--- src/design/axi_adapter_pkg.sv ---
// shared types for the cache-side to AXI4 bridge
// bus widths, AXI channel structs and cache request/response structs

package axi_adapter_pkg;

  // bus widths
  localparam int unsigned ADDR_W     = 32;
  localparam int unsigned AXI_DATA_W = 64;
  localparam int unsigned STRB_W     = AXI_DATA_W / 8;
  localparam int unsigned ID_W       = 4;
  localparam int unsigned LEN_W      = 8;
  localparam int unsigned SIZE_W     = 3;
  localparam int unsigned BURST_W    = 2;
  localparam int unsigned RESP_W     = 2;

  // cache line geometry
  localparam int unsigned LINE_BEATS = 4;
  localparam logic [SIZE_W-1:0] BEAT_SIZE = 3'd3;

  // AXI encodings
  localparam logic [BURST_W-1:0] BURST_INCR = 2'b01;
  localparam logic [RESP_W-1:0]  RESP_OKAY  = 2'b00;

  typedef logic [LINE_BEATS-1:0][AXI_DATA_W-1:0] line_t;
  typedef logic [LINE_BEATS-1:0][STRB_W-1:0]     line_strb_t;

  typedef struct packed {
    logic [ID_W-1:0]    id;
    logic [ADDR_W-1:0]  addr;
    logic [LEN_W-1:0]   len;
    logic [SIZE_W-1:0]  size;
    logic [BURST_W-1:0] burst;
  } aw_chan_t;

  typedef struct packed {
    logic [AXI_DATA_W-1:0] data;
    logic [STRB_W-1:0]     strb;
    logic                  last;
  } w_chan_t;

  typedef struct packed {
    logic [ID_W-1:0]   id;
    logic [RESP_W-1:0] resp;
  } b_chan_t;

  typedef struct packed {
    logic [ID_W-1:0]    id;
    logic [ADDR_W-1:0]  addr;
    logic [LEN_W-1:0]   len;
    logic [SIZE_W-1:0]  size;
    logic [BURST_W-1:0] burst;
  } ar_chan_t;

  typedef struct packed {
    logic [ID_W-1:0]       id;
    logic [AXI_DATA_W-1:0] data;
    logic [RESP_W-1:0]     resp;
    logic                  last;
  } r_chan_t;

  // master side of the bus
  typedef struct packed {
    aw_chan_t aw;
    logic     aw_valid;
    w_chan_t  w;
    logic     w_valid;
    logic     b_ready;
    ar_chan_t ar;
    logic     ar_valid;
    logic     r_ready;
  } axi_req_t;

  // slave side of the bus
  typedef struct packed {
    logic    aw_ready;
    logic    w_ready;
    logic    ar_ready;
    logic    b_valid;
    b_chan_t b;
    logic    r_valid;
    r_chan_t r;
  } axi_rsp_t;

  // cache-side request, burst 0 is a single beat and 1 a whole line
  typedef struct packed {
    logic               burst;
    logic               we;
    logic [ADDR_W-1:0]  addr;
    line_t              wdata;
    line_strb_t         be;
    logic [SIZE_W-1:0]  size;
    logic [ID_W-1:0]    id;
  } mem_req_t;

  typedef struct packed {
    line_t           rdata;
    logic [ID_W-1:0] id;
    logic            err;
  } mem_rsp_t;

endpackage

--- src/design/spill_register.sv ---
// two-entry register slice for one valid/ready channel
// keeps full throughput, ready toward the source comes from state only

`timescale 1ns/1ps

module spill_register #(
  parameter type T      = logic,
  parameter bit  BYPASS = 1'b0
) (
  input  logic clk,
  input  logic reset_i,
  input  logic valid_i,
  output logic ready_o,
  input  T     data_i,
  output logic valid_o,
  input  logic ready_i,
  output T     data_o
);

  if (BYPASS) begin : g_bypass
    assign valid_o = valid_i;
    assign ready_o = ready_i;
    assign data_o  = data_i;
  end else begin : g_slice
    logic a_full_q;
    logic b_full_q;
    T     a_data_q;
    T     b_data_q;
    logic a_fill;
    logic a_drain;
    logic b_fill;
    logic b_drain;

    // entry a takes new data, entry b holds the older beat on a stall
    assign a_fill  = valid_i && ready_o;
    assign a_drain = a_full_q && !b_full_q;
    assign b_fill  = a_drain && !ready_i;
    assign b_drain = b_full_q && ready_i;

    always_ff @(posedge clk) begin
      if (reset_i) begin
        a_full_q <= 1'b0;
        b_full_q <= 1'b0;
      end else begin
        if (a_fill) begin
          a_full_q <= 1'b1;
        end else if (a_drain) begin
          a_full_q <= 1'b0;
        end
        if (b_fill) begin
          b_full_q <= 1'b1;
        end else if (b_drain) begin
          b_full_q <= 1'b0;
        end
      end
    end

    always_ff @(posedge clk) begin
      if (a_fill) begin
        a_data_q <= data_i;
      end
      if (b_fill) begin
        b_data_q <= a_data_q;
      end
    end

    assign ready_o = !a_full_q || !b_full_q;
    assign valid_o = a_full_q || b_full_q;
    // b is always the older entry when both are full
    assign data_o  = b_full_q ? b_data_q : a_data_q;
  end

endmodule

--- src/design/axi_cut.sv ---
// register cut on all five AXI channels
// forward slices on AW, W and AR, backward slices on B and R

`timescale 1ns/1ps

module axi_cut #(
  parameter bit BYPASS = 1'b0
) (
  input  logic                      clk,
  input  logic                      reset_i,
  input  axi_adapter_pkg::axi_req_t slv_req_i,
  output axi_adapter_pkg::axi_rsp_t slv_rsp_o,
  output axi_adapter_pkg::axi_req_t mst_req_o,
  input  axi_adapter_pkg::axi_rsp_t mst_rsp_i
);

  import axi_adapter_pkg::*;

  spill_register #(.T(aw_chan_t), .BYPASS(BYPASS)) u_aw_slice (
    .clk     (clk),
    .reset_i (reset_i),
    .valid_i (slv_req_i.aw_valid),
    .ready_o (slv_rsp_o.aw_ready),
    .data_i  (slv_req_i.aw),
    .valid_o (mst_req_o.aw_valid),
    .ready_i (mst_rsp_i.aw_ready),
    .data_o  (mst_req_o.aw)
  );

  spill_register #(.T(w_chan_t), .BYPASS(BYPASS)) u_w_slice (
    .clk     (clk),
    .reset_i (reset_i),
    .valid_i (slv_req_i.w_valid),
    .ready_o (slv_rsp_o.w_ready),
    .data_i  (slv_req_i.w),
    .valid_o (mst_req_o.w_valid),
    .ready_i (mst_rsp_i.w_ready),
    .data_o  (mst_req_o.w)
  );

  // write response runs from the bus back to the adapter
  spill_register #(.T(b_chan_t), .BYPASS(BYPASS)) u_b_slice (
    .clk     (clk),
    .reset_i (reset_i),
    .valid_i (mst_rsp_i.b_valid),
    .ready_o (mst_req_o.b_ready),
    .data_i  (mst_rsp_i.b),
    .valid_o (slv_rsp_o.b_valid),
    .ready_i (slv_req_i.b_ready),
    .data_o  (slv_rsp_o.b)
  );

  spill_register #(.T(ar_chan_t), .BYPASS(BYPASS)) u_ar_slice (
    .clk     (clk),
    .reset_i (reset_i),
    .valid_i (slv_req_i.ar_valid),
    .ready_o (slv_rsp_o.ar_ready),
    .data_i  (slv_req_i.ar),
    .valid_o (mst_req_o.ar_valid),
    .ready_i (mst_rsp_i.ar_ready),
    .data_o  (mst_req_o.ar)
  );

  spill_register #(.T(r_chan_t), .BYPASS(BYPASS)) u_r_slice (
    .clk     (clk),
    .reset_i (reset_i),
    .valid_i (mst_rsp_i.r_valid),
    .ready_o (mst_req_o.r_ready),
    .data_i  (mst_rsp_i.r),
    .valid_o (slv_rsp_o.r_valid),
    .ready_i (slv_req_i.r_ready),
    .data_o  (slv_rsp_o.r)
  );

endmodule

--- src/design/mem_axi_adapter.sv ---
// cache-side request port to AXI4 master, one transaction at a time
// single-beat and whole-line reads and writes, completions on a response pulse

`timescale 1ns/1ps

module mem_axi_adapter (
  input  logic                      clk,
  input  logic                      reset_i,
  input  logic                      req_i,
  input  axi_adapter_pkg::mem_req_t req_data_i,
  output logic                      gnt_o,
  output logic                      busy_o,
  output logic                      rsp_valid_o,
  output axi_adapter_pkg::mem_rsp_t rsp_o,
  output axi_adapter_pkg::axi_req_t axi_req_o,
  input  axi_adapter_pkg::axi_rsp_t axi_rsp_i
);

  import axi_adapter_pkg::*;

  // byte offset bits inside a line, and the beat counter width
  localparam int unsigned LINE_OFF_W = $clog2(LINE_BEATS * STRB_W);
  localparam int unsigned BEAT_W     = $clog2(LINE_BEATS);

  typedef enum logic [2:0] {
    ST_IDLE,
    ST_WRITE,
    ST_WAIT_B,
    ST_READ,
    ST_RESP
  } state_e;

  state_e            state_q;
  logic              aw_valid_q;
  logic              w_valid_q;
  logic              ar_valid_q;
  logic [BEAT_W-1:0] beat_q;

  mem_req_t req_q;
  line_t    rdata_q;
  logic     err_q;

  aw_chan_t addr_chan;
  logic     req_hs;
  logic     aw_hs;
  logic     w_hs;
  logic     b_hs;
  logic     ar_hs;
  logic     r_hs;
  logic     w_last;
  logic     aw_done;
  logic     w_done;

  assign gnt_o       = req_i && (state_q == ST_IDLE);
  assign busy_o      = (state_q != ST_IDLE);
  assign rsp_valid_o = (state_q == ST_RESP);

  assign req_hs = req_i && gnt_o;
  assign aw_hs  = axi_req_o.aw_valid && axi_rsp_i.aw_ready;
  assign w_hs   = axi_req_o.w_valid && axi_rsp_i.w_ready;
  assign b_hs   = axi_rsp_i.b_valid && axi_req_o.b_ready;
  assign ar_hs  = axi_req_o.ar_valid && axi_rsp_i.ar_ready;
  assign r_hs   = axi_rsp_i.r_valid && axi_req_o.r_ready;

  // a single write has one beat, a burst ends on the last line beat
  assign w_last  = !req_q.burst || (beat_q == BEAT_W'(LINE_BEATS - 1));
  assign aw_done = !aw_valid_q || aw_hs;
  assign w_done  = !w_valid_q || (w_hs && w_last);

  // shared address beat for AW and AR
  always_comb begin
    addr_chan.id    = req_q.id;
    addr_chan.burst = BURST_INCR;
    if (req_q.burst) begin
      addr_chan.addr = {req_q.addr[ADDR_W-1:LINE_OFF_W], {LINE_OFF_W{1'b0}}};
      addr_chan.len  = LEN_W'(LINE_BEATS - 1);
      addr_chan.size = BEAT_SIZE;
    end else begin
      addr_chan.addr = req_q.addr;
      addr_chan.len  = '0;
      addr_chan.size = req_q.size;
    end
  end

  always_comb begin
    axi_req_o.aw       = addr_chan;
    axi_req_o.aw_valid = aw_valid_q;
    axi_req_o.w.data   = req_q.wdata[beat_q];
    axi_req_o.w.strb   = req_q.be[beat_q];
    axi_req_o.w.last   = w_last;
    axi_req_o.w_valid  = w_valid_q;
    axi_req_o.b_ready  = (state_q == ST_WAIT_B);
    axi_req_o.ar       = ar_chan_t'(addr_chan);
    axi_req_o.ar_valid = ar_valid_q;
    axi_req_o.r_ready  = (state_q == ST_READ);
  end

  always_ff @(posedge clk) begin
    if (reset_i) begin
      state_q    <= ST_IDLE;
      aw_valid_q <= 1'b0;
      w_valid_q  <= 1'b0;
      ar_valid_q <= 1'b0;
      beat_q     <= '0;
    end else begin
      case (state_q)
        ST_IDLE: begin
          if (req_hs) begin
            beat_q <= '0;
            if (req_data_i.we) begin
              state_q    <= ST_WRITE;
              aw_valid_q <= 1'b1;
              w_valid_q  <= 1'b1;
            end else begin
              state_q    <= ST_READ;
              ar_valid_q <= 1'b1;
            end
          end
        end
        ST_WRITE: begin
          // AW and W finish on their own, in any order
          if (aw_hs) begin
            aw_valid_q <= 1'b0;
          end
          if (w_hs) begin
            if (w_last) begin
              w_valid_q <= 1'b0;
            end else begin
              beat_q <= beat_q + 1'b1;
            end
          end
          if (aw_done && w_done) begin
            state_q <= ST_WAIT_B;
          end
        end
        ST_WAIT_B: begin
          if (b_hs) begin
            state_q <= ST_RESP;
          end
        end
        ST_READ: begin
          if (ar_hs) begin
            ar_valid_q <= 1'b0;
          end
          if (r_hs) begin
            beat_q <= beat_q + 1'b1;
            if (axi_rsp_i.r.last) begin
              state_q <= ST_RESP;
            end
          end
        end
        ST_RESP: begin
          state_q <= ST_IDLE;
        end
        default: begin
          state_q <= ST_IDLE;
        end
      endcase
    end
  end

  // captured request and collected read line
  always_ff @(posedge clk) begin
    if (req_hs) begin
      req_q   <= req_data_i;
      rdata_q <= '0;
      err_q   <= 1'b0;
    end
    if (b_hs && (axi_rsp_i.b.resp != RESP_OKAY)) begin
      err_q <= 1'b1;
    end
    if (r_hs) begin
      rdata_q[beat_q] <= axi_rsp_i.r.data;
      if (axi_rsp_i.r.resp != RESP_OKAY) begin
        err_q <= 1'b1;
      end
    end
  end

  assign rsp_o.rdata = rdata_q;
  assign rsp_o.id    = req_q.id;
  assign rsp_o.err   = err_q;

endmodule

--- src/design/axi_adapter_top.sv ---
// bridge top level
// request adapter followed by a register cut toward the AXI bus

`timescale 1ns/1ps

module axi_adapter_top #(
  parameter bit CUT_BYPASS = 1'b0
) (
  input  logic                      clk,
  input  logic                      reset_i,
  input  logic                      req_i,
  input  axi_adapter_pkg::mem_req_t req_data_i,
  output logic                      gnt_o,
  output logic                      busy_o,
  output logic                      rsp_valid_o,
  output axi_adapter_pkg::mem_rsp_t rsp_o,
  output axi_adapter_pkg::axi_req_t m_axi_req_o,
  input  axi_adapter_pkg::axi_rsp_t m_axi_rsp_i
);

  import axi_adapter_pkg::*;

  // adapter side of the cut
  axi_req_t adapter_req;
  axi_rsp_t adapter_rsp;

  mem_axi_adapter u_mem_axi_adapter (
    .clk         (clk),
    .reset_i     (reset_i),
    .req_i       (req_i),
    .req_data_i  (req_data_i),
    .gnt_o       (gnt_o),
    .busy_o      (busy_o),
    .rsp_valid_o (rsp_valid_o),
    .rsp_o       (rsp_o),
    .axi_req_o   (adapter_req),
    .axi_rsp_i   (adapter_rsp)
  );

  axi_cut #(
    .BYPASS (CUT_BYPASS)
  ) u_axi_cut (
    .clk       (clk),
    .reset_i   (reset_i),
    .slv_req_i (adapter_req),
    .slv_rsp_o (adapter_rsp),
    .mst_req_o (m_axi_req_o),
    .mst_rsp_i (m_axi_rsp_i)
  );

endmodule

--- config.mk ---
export PLATFORM = sky130hd
export DESIGN_NAME = axi_adapter_top
export DESIGN_NICKNAME = d
export VERILOG_FILES = /design/src/design/axi_adapter_pkg.sv /design/src/design/spill_register.sv /design/src/design/axi_cut.sv /design/src/design/mem_axi_adapter.sv /design/src/design/axi_adapter_top.sv
export SDC_FILE = /design/constraint.sdc
export NUM_CORES = 1
export LEC_CHECK = 0
export ABC_AREA = 1
export BUFFER_PORTS_ARGS = -buffer_cell sky130_fd_sc_hd__buf_2
export CAP_MARGIN = 10
export CORE_AREA = 2 2 335 337
export DETAILED_ROUTE_END_ITERATION = 8
export DIE_AREA = 0 0 337 339
export GPL_TIMING_DRIVEN = 0
export PLACE_DENSITY = 0.52
export SYNTH_ARGS = -nofsm -noshare
export SYNTH_HDL_FRONTEND = slang
export SYNTH_SLANG_ARGS = --single-unit
--- constraint.sdc ---
create_clock -name clk -period 32.7 [get_ports clk]
set_input_delay 6.54 -clock clk [delete_from_list [all_inputs] [get_ports clk]]
set_output_delay 6.54 -clock clk [all_outputs]
set_load 0.02 [all_outputs]
### Word-level counts from Yosys, hierarchy flattened

Cells that the tools add are included.

| word-level totals | value |
|---|---|
| bits in registers | 1075 |
| word-level logic and storage cells | 225 |
| output and inout port bits | 440 |

| cells by class | value |
|---|---|
| eq/ne operators | 17 |
| reduce and logical (&&, ||, !) cells | 81 |
| add/sub/neg operators | 1 |
| order comparisons | 2 |
| muxes and demuxes | 62 |

Operators with widths:

| kind | count |
|---|---|
| $mux W256 | 2 |
| $bwmux W256 | 1 |
| $bmux W64 S2 | 1 |
| $demux W64 S2 | 1 |
| $mux W64 | 2 |
| $mux W49 | 2 |
| $mux W73 | 1 |
| $mux W67 | 1 |
| $mux W1 | 32 |
| $logic_and A1 B1 Y1 | 28 |
| $reduce_bool A2 Y1 | 14 |
| $logic_not A1 Y1 | 18 |
| $bmux W8 S2 | 1 |
| $mux W16 | 1 |
| $mux W3 | 5 |
| $reduce_and A5 Y1 | 3 |
| $ne A2 B1 Y1 const B | 7 |
| $logic_or A1 B1 Y1 | 13 |
| $mux W2 | 6 |
| $pmux W3 S4 | 1 |
| $ne A2 B2 Y1 const B | 5 |
| $mux W8 | 1 |
| $reduce_and A4 Y1 | 2 |
| $eq A3 B2 Y1 const B | 2 |
| other kinds (10) | 13 |

### Longest topological paths before layout

Gate-level depths: netlist of run 1.

| logic depth | value |
|---|---|
| depth after elaboration | 8 |
| gate-level depth with buffers | 10 |

### Modules after synthesis

Synthesis of run 1 repeated with hierarchy kept, for this count alone.

| second synthesis, totals | value |
|---|---|
| cells, all modules | 3217 |
| area, all modules | 40029.6 µm² |

By module, submodules not included:

| module | times used | area an instance (µm²) | cells an instance | seq. area each (µm²) |
|---|---|---|---|---|
| mem_axi_adapter | 1 | 21465.6 | 1862 | 15154.5 |
| spill_register at u_axi_cut.u_ar_slice ... | 2 | 3661.0 | 268 | 2982.9 |
| spill_register at u_axi_cut.u_w_slice | 1 | 5426.5 | 394 | 4424.2 |
| spill_register at u_axi_cut.u_r_slice | 1 | 5266.3 | 382 | 4304.1 |
| spill_register at u_axi_cut.u_b_slice | 1 | 549.3 | 43 | 400.4 |

### Worst setup path before layout of run 1

OpenSTA, ideal clock, no wires.

| timing path | value |
|---|---|
| path type | input to output |
| from | input port req_i |
| to | output port gnt_o |
| stages | 2 |
| slack | 5.700 ns |
| data required time | 26.160 ns |
| arrival time | 20.460 ns |
| cells stage by stage | inv_1 -> nor2_1 |

| between the ends | value |
|---|---|
| longest elaborated chain between the ends | 1 |

RTL lines:

| what | line | source |
|---|---|---|
| from (decl) | axi_adapter_top.sv:11 | `input logic req_i,` |
| $logic_and A1 B1 Y1 | mem_axi_adapter.sv:54 | `assign gnt_o = req_i && (state_q == ST_IDLE);` |
| to (decl) | axi_adapter_top.sv:13 | `output logic gnt_o,` |

Every way passes these cells.

### Final worst setup path of run 1

Ends and elaborated chain as after synthesis.

==> results.json, run 1 <==
{
  "clkSlewWorstSetupHoldPaths_ns": 0.07,
  "fmaxAchievable_mhz": 68.8,
  "area.growth.synth_to_final_pct": 27.6,
  "multi_input_area_sq_um": 7360,
  "fin_crit_sh_pct": 44.4,
  "cp.required_ns": 26.16,
  "h_tree_depth_reported_by_cts": 3,
  "synth_enable_flop_cells": 772,
  "crit_arrival_ns": 7.99,
  "postSynth.topFlopCell": "sky130_fd_sc_hd__edfxtp_1",
  "fill_cell_instance_count_of_the_final_layout": 10618,
  "yosys_register_bits": 1047,
  "timing.critical_path.cells": "buf_2, inv_1, nor2_4, buf_12, buf_12, buf_12, buf_2",
  "ys.warnings.count": 0,
  "initial_antenna_violation_count": 58,
  "max-vdd-ir-drop_mv": 0.0537,
  "finalCriticalPeriod_ns": 14.53,
  "postCtsSetupBuffers": 0,
  "grt-ovfl-total": 0,
  "drv_slew": 0,
  "finalHoldWorstSlack_ns": 0.433,
  "worstHoldPathType": "register to register",
  "worstPathMaxFanout": 31,
  "post_cts_hold_buffer_count": 0,
  "placement.io_buffers": 829,
  "setup_viol_count_final": 0,
  "wl_per_cell_um": 22.6,
  "synth-async-reset-ratio_pct": 0,
  "finalInstanceArea_sq_um": 47300,
  "placed_area_sq_um": 43800,
  "drc_errors": 0,
  "ant_nets": 0,
  "power.density_cell_area_nw_per_um2": 79.3,
  "power_leakage_nw": 18.7,
  "grt_pass1_vias": 24924,
  "timing.critical_path.max_delay_family": "buffers and inverters",
  "max_slew.worst_pin.slew_ns": 1.29,
  "seq_area_sq_um": 28700,
  "status": "completed",
  "critical-path-top-cell-by-count": "sky130_fd_sc_hd__buf_12",
  "syn-mean-instance-area_sq_um": 13.2,
  "cts-root-to-sink-buffers": 3,
  "postSynthCellCount": 2812,
  "numClockSinks": 1047,
  "design.final.nets": 4210,
  "drt_iter0_drc": 1681,
  "critical_path_buf_inv_count": 6,
  "tritoncts.num_buffers": 109,
  "clock_skew_ns": 0.0227,
  "worstSetupPathType": "primary input to primary output",
  "fp.coreArea_sq_um": 110000,
  "dpl.hpwl_mm": 91.2,
  "final_util_pct": 42.8,
  "relSlewSlack_pct": 14.1,
  "dieArea_sq_um": 114000,
  "synth.distinct_cells": 26,
  "cap_viol_max_count": 0,
  "dieWidth_um": 337,
  "overall_via_count_from_detail_route": 25855,
  "wire_length_of_the_first_global_routing_pass_mm": 172,
  "worst_setup_path_start_kind": "primary input",
  "grt_setup_unrepaired": "no",
  "drive_gt1_share_pct": 28.2,
  "clock_latency_ns": 0.69,
  "drt_wl_total_mm": 122,
  "row_count": 122,
  "synth_seq_area_share_pct": 77.4,
  "tritoncts": "built",
  "ctsRootBufferMaster": "sky130_fd_sc_hd__clkbuf_16",
  "cp_slowest_stage_delay_ns": 0.33,
  "finalHoldViolations": 0,
  "start_util_pct": 33.6,
  "worst_path_max_delay_cell": "sky130_fd_sc_hd__nor2_4",
  "ioPinCount": 854,
  "detailedRoute.firstPassIterationCount": 6,
  "synth_area_sq_um": 37100,
  "grt_max_degree": 59,
  "timing.critical_path.to_type": "primary output",
  "post_drt_via_cell_ratio": 4.79,
  "cts_resized": 0,
  "chipHeight_um": 339,
  "grt.total_usage_pct": 20.7,
  "place_congestion": 0.870
}
[synthesized netlist by cell type, drive strengths merged (8+ instances only)]
cell,number,area share (%)
nor2,178,1.8
o21ai,403,5.4
nor3,8,0.14
nand3,266,3.6
inv,36,0.36
dfxtp,275,15
o22ai,72,1.2
clkbuf,119,1.2
buf,84,1.5
a21oi,15,0.20
mux2i,64,1.7
edfxtp,772,63
nand2,507,5.1
[placed cells by master (no fill, tap or decap), types with 17 or more instances in the layout]
master	n
sky130_fd_sc_hd__edfxtp_1	772
sky130_fd_sc_hd__clkinv_2	17
sky130_fd_sc_hd__nand3_1	266
sky130_fd_sc_hd__o21ai_1	19
sky130_fd_sc_hd__diode_2	23
sky130_fd_sc_hd__dfxtp_1	275
sky130_fd_sc_hd__buf_4	43
sky130_fd_sc_hd__mux2i_1	64
sky130_fd_sc_hd__clkbuf_16	110
sky130_fd_sc_hd__buf_12	20
sky130_fd_sc_hd__inv_1	34
sky130_fd_sc_hd__buf_2	858
sky130_fd_sc_hd__o22ai_1	72
sky130_fd_sc_hd__clkinv_1	26
sky130_fd_sc_hd__clkbuf_1	145
sky130_fd_sc_hd__nor2_1	172
sky130_fd_sc_hd__nand2_1	507
sky130_fd_sc_hd__o21ai_0	384
[final timing paths]
| path | from | to | slack, ns | cells past startpoint |
|---|---|---|---|---|
| max | req_i | gnt_o | 18.17 | 7 |
| min | u_axi_cut.u_aw_slice.g_slice.a_data_q[46] | u_axi_cut.u_aw_slice.g_slice.b_data_q[46] | 0.43 | 0 |
| max reg2reg | u_mem_axi_adapter.beat_q[1] | u_mem_axi_adapter.rsp_o[34] | 28.26 | 9 |
| min reg2reg | u_axi_cut.u_aw_slice.g_slice.a_data_q[46] | u_axi_cut.u_aw_slice.g_slice.b_data_q[46] | 0.43 | 0 |
[per-layer routing]
layer  up-vias  routed length [um]  track usage, %
met5         -                 391               0
met4        58                4900            8.76
met3       267               10500            6.83
met2       965               57400            33.4
met1     12511               48800            25.4
li1      12054                   -               -
[stage by stage]
| stage | TNS (ns) | setup slack [ns] | power (W) | instances |
|---|---|---|---|---|
| floorplan | 0 | 5.70 | 0.00228 | 2826 |
| CTS | 0 | 18.15 | 0.00379 | 5373 |
| finish | 0 | 18.17 | 0.00375 | 5396 |
| global placement | -4.45 | -4.45 | 0.00267 | 5143 |
| global route | 0 | 18.06 | 0.00392 | 5386 |
| detailed placement | 0 | 18.16 | 0.00259 | 5169 |
[registers in the layout (all words and copies together) (netlist names), 40 cells and up]
| signal | flops |
|---|---|
| u_axi_cut.u_ar_slice.g_slice.a_data_q | 40 |
| u_axi_cut.u_ar_slice.g_slice.b_data_q | 40 |
| u_axi_cut.u_aw_slice.g_slice.a_data_q | 40 |
| u_axi_cut.u_aw_slice.g_slice.b_data_q | 40 |
| u_axi_cut.u_r_slice.g_slice.a_data_q | 67 |
| u_axi_cut.u_r_slice.g_slice.b_data_q | 67 |
| u_axi_cut.u_w_slice.g_slice.a_data_q | 73 |
| u_axi_cut.u_w_slice.g_slice.b_data_q | 73 |
| u_mem_axi_adapter.req_q | 324 |
| u_mem_axi_adapter.rsp_o | 256 |
[where the power goes]
group | switching [W] | leakage [nW] | internal (W) | total [W]
Sequential | 0.0000727 | 9.42 | 0.00169 | 0.00177
Combinational | 0.000561 | 7.56 | 0.000219 | 0.000781
Clock | 0.000523 | 1.68 | 0.000678 | 0.00120
Total | 0.00116 | 18.7 | 0.00259 | 0.00375
[cell type report]
cell class,count,share of cell area (%)
repair buffers,855,9.97
multi-input cells,1539,15.6
inverters,37,0.299
diodes,23,0.122
well taps,1488,3.94
clock buffers,144,6.26
flip-flops and latches,1047,60.7
clock inverters,60,1.05
plain buffers,203,2.09
[logic make-up after synthesis]
| group | count (synthesis) | synth area share [%] |
|---|---|---|
| buffers and inverters | 240 | 3.05 |
| adders and majority gates | 4 | 0.135 |
| other | 2 | 0.0203 |
| AOI/OAI and AO/OA | 493 | 6.93 |
| muxes | 64 | 1.73 |
| and+or+nand+nor | 962 | 10.7 |
| DFF | 1047 | 77.4 |
Power figures use the tool's default switching activity.
==> inputs of run 2 (changes only) <==
PLACE_DENSITY = 0.54   (was 0.52)
clock period = 12.1 ns   (was 32.7 ns; I/O delays follow)
==> results.json, run 2 (same netlist as run 1, synthesis figures left out) <==
{
  "clock_latency_ns": 0.70,
  "h_tree_depth_reported_by_cts": 3,
  "status": "completed",
  "grt_max_degree": 58,
  "power.density_cell_area_nw_per_um2": 215,
  "largest_reg_flops": 324,
  "wire_length_of_the_first_global_routing_pass_mm": 172,
  "mostFrequentLayoutCell": "sky130_fd_sc_hd__buf_2",
  "worstSetupPathType": "primary input to primary output",
  "fill_cell_instance_count_of_the_final_layout": 10529,
  "tritoncts.num_buffers": 109,
  "timing.critical_path.to_type": "primary output",
  "most-common-layout-cells": "858 x sky130_fd_sc_hd__buf_2, 772 x sky130_fd_sc_hd__edfxtp_1, 507 x sky130_fd_sc_hd__nand2_1",
  "finalInstanceArea_sq_um": 47300,
  "grt_pass1_vias": 25197,
  "setup_viol_count_final": 0,
  "post_drt_via_cell_ratio": 4.76,
  "setup.reg_to_reg.worst_slack_ns": 7.92,
  "worstReg2RegEnd": "u_mem_axi_adapter.rsp_o[102]",
  "dpl.hpwl_mm": 90.7,
  "fp.coreArea_sq_um": 110000,
  "crit_arrival_ns": 3.99,
  "placed_area_sq_um": 43700,
  "drv_slew": 0,
  "ctsRootBufferMaster": "sky130_fd_sc_hd__clkbuf_16",
  "final_util_pct": 42.9,
  "max_slew.worst_pin.slew_ns": 1.15,
  "finalCriticalPeriod_ns": 6.41,
  "drc_errors": 0,
  "max-vdd-ir-drop_mv": 0.126,
  "drt_wl_total_mm": 122,
  "drt_iter0_drc": 1720,
  "reg2regPathDepth": 9,
  "grt_setup_unrepaired": "no",
  "row_count": 122,
  "cts-root-to-sink-buffers": 3,
  "power_leakage_nw": 18.7,
  "detailedRoute.firstPassIterationCount": 5,
  "design.final.nets": 4208,
  "worst_hold_startpoint": "u_axi_cut.u_r_slice.g_slice.a_data_q[7]",
  "drive_gt1_share_pct": 28.4,
  "cp.required_ns": 9.68,
  "finalHoldViolations": 0,
  "hold_path_end": "u_axi_cut.u_r_slice.g_slice.b_data_q[7]",
  "initial_antenna_violation_count": 55,
  "post_cts_hold_buffer_count": 0,
  "worstPathMaxFanout": 28,
  "fmaxAchievable_mhz": 156,
  "ioPinCount": 854,
  "place_congestion": 0.876,
  "relSlewSlack_pct": 23.1,
  "cap_viol_max_count": 0,
  "timing.hold.worst_path_depth": 0,
  "wl_per_cell_um": 22.5,
  "grt.total_usage_pct": 20.7,
  "dieArea_sq_um": 114000,
  "fin_crit_sh_pct": 53.0,
  "largest-register": "u_mem_axi_adapter.req_q",
  "placement.io_buffers": 829,
  "worst_setup_path_start_kind": "primary input",
  "worstHoldPathType": "register to register",
  "tritoncts": "built",
  "ant_nets": 0,
  "start_util_pct": 33.6,
  "postCtsSetupBuffers": 0,
  "dieWidth_um": 337,
  "chipHeight_um": 339,
  "overall_via_count_from_detail_route": 25682,
  "critical_path.reg2reg.startpoint": "u_mem_axi_adapter.beat_q[1]",
  "clkSlewWorstSetupHoldPaths_ns": 0.06,
  "numClockSinks": 1047,
  "clock_skew_ns": 0.0436,
  "grt-ovfl-total": 0,
  "area.growth.synth_to_final_pct": 27.7,
  "cts_resized": 0
}
## run 2: worst max-delay path, stage by stage
cell and delay (ns):
sky130_fd_sc_hd__buf_2 0.08, sky130_fd_sc_hd__inv_1 0.08, sky130_fd_sc_hd__nor2_4 0.42, sky130_fd_sc_hd__buf_12 0.27
sky130_fd_sc_hd__buf_12 0.23, sky130_fd_sc_hd__buf_12 0.22, sky130_fd_sc_hd__buf_2 0.20
## run 2: cell type report
class | count | area [sq um] | area share (%)
repair buffers | 853 | 4670 | 9.86
multi-input cells | 1539 | 7360 | 15.6
plain buffers | 203 | 990 | 2.09
well taps | 1488 | 1860 | 3.94
clock buffers | 153 | 3050 | 6.46
clock inverters | 48 | 489 | 1.03
diodes | 24 | 60.1 | 0.127
flip-flops and latches | 1047 | 28700 | 60.6
inverters | 37 | 141 | 0.299
## run 2: worst max path at each step
| stage | startpoint | end | slack [ns] | cells after the start |
|---|---|---|---|---|
| 6_report | req_i | gnt_o | 5.69 | 7 |
| 4_1_cts | req_i | gnt_o | 5.62 | 7 |
| 2_1_floorplan | req_i | gnt_o | 2.39 | 2 |
| 3_3_place_gp | req_i | gnt_o | -1.29 | 4 |
| 3_5_place_dp | req_i | gnt_o | 5.63 | 7 |
| 5_1_grt | req_i | gnt_o | 5.55 | 7 |
## run 2: per-stage QoR
step	TNS [ns]	setup WS, ns	hold WS, ns	std cells	total power (W)
global route	0	5.55	0.453	5382	0.0106
CTS	0	5.62	0.439	5368	0.0103
detailed placement	0	5.63	0.431	5167	0.00698
finish	0	5.69	0.440	5392	0.0102
global placement	-1.29	-1.29	0.425	5143	0.00697
floorplan	0	2.39	0.421	2826	0.00602
## run 2: power by group
group	switching, W	internal [W]
Sequential	0.000197	0.00458
Combinational	0.00151	0.000584
Clock	0.00140	0.00191
## run 2: metal layers
layer | up-vias | routed length (um) | track usage [%] | share of wire, %
met4 | 46 | 5440 | 10.4 | 4.5
li1 | 12059 | - | - | -
met2 | 1020 | 56200 | 32.5 | 46
met3 | 260 | 11000 | 6.56 | 9.1
met1 | 12297 | 48600 | 25.8 | 40
met5 | - | 276 | 0 | 0.23
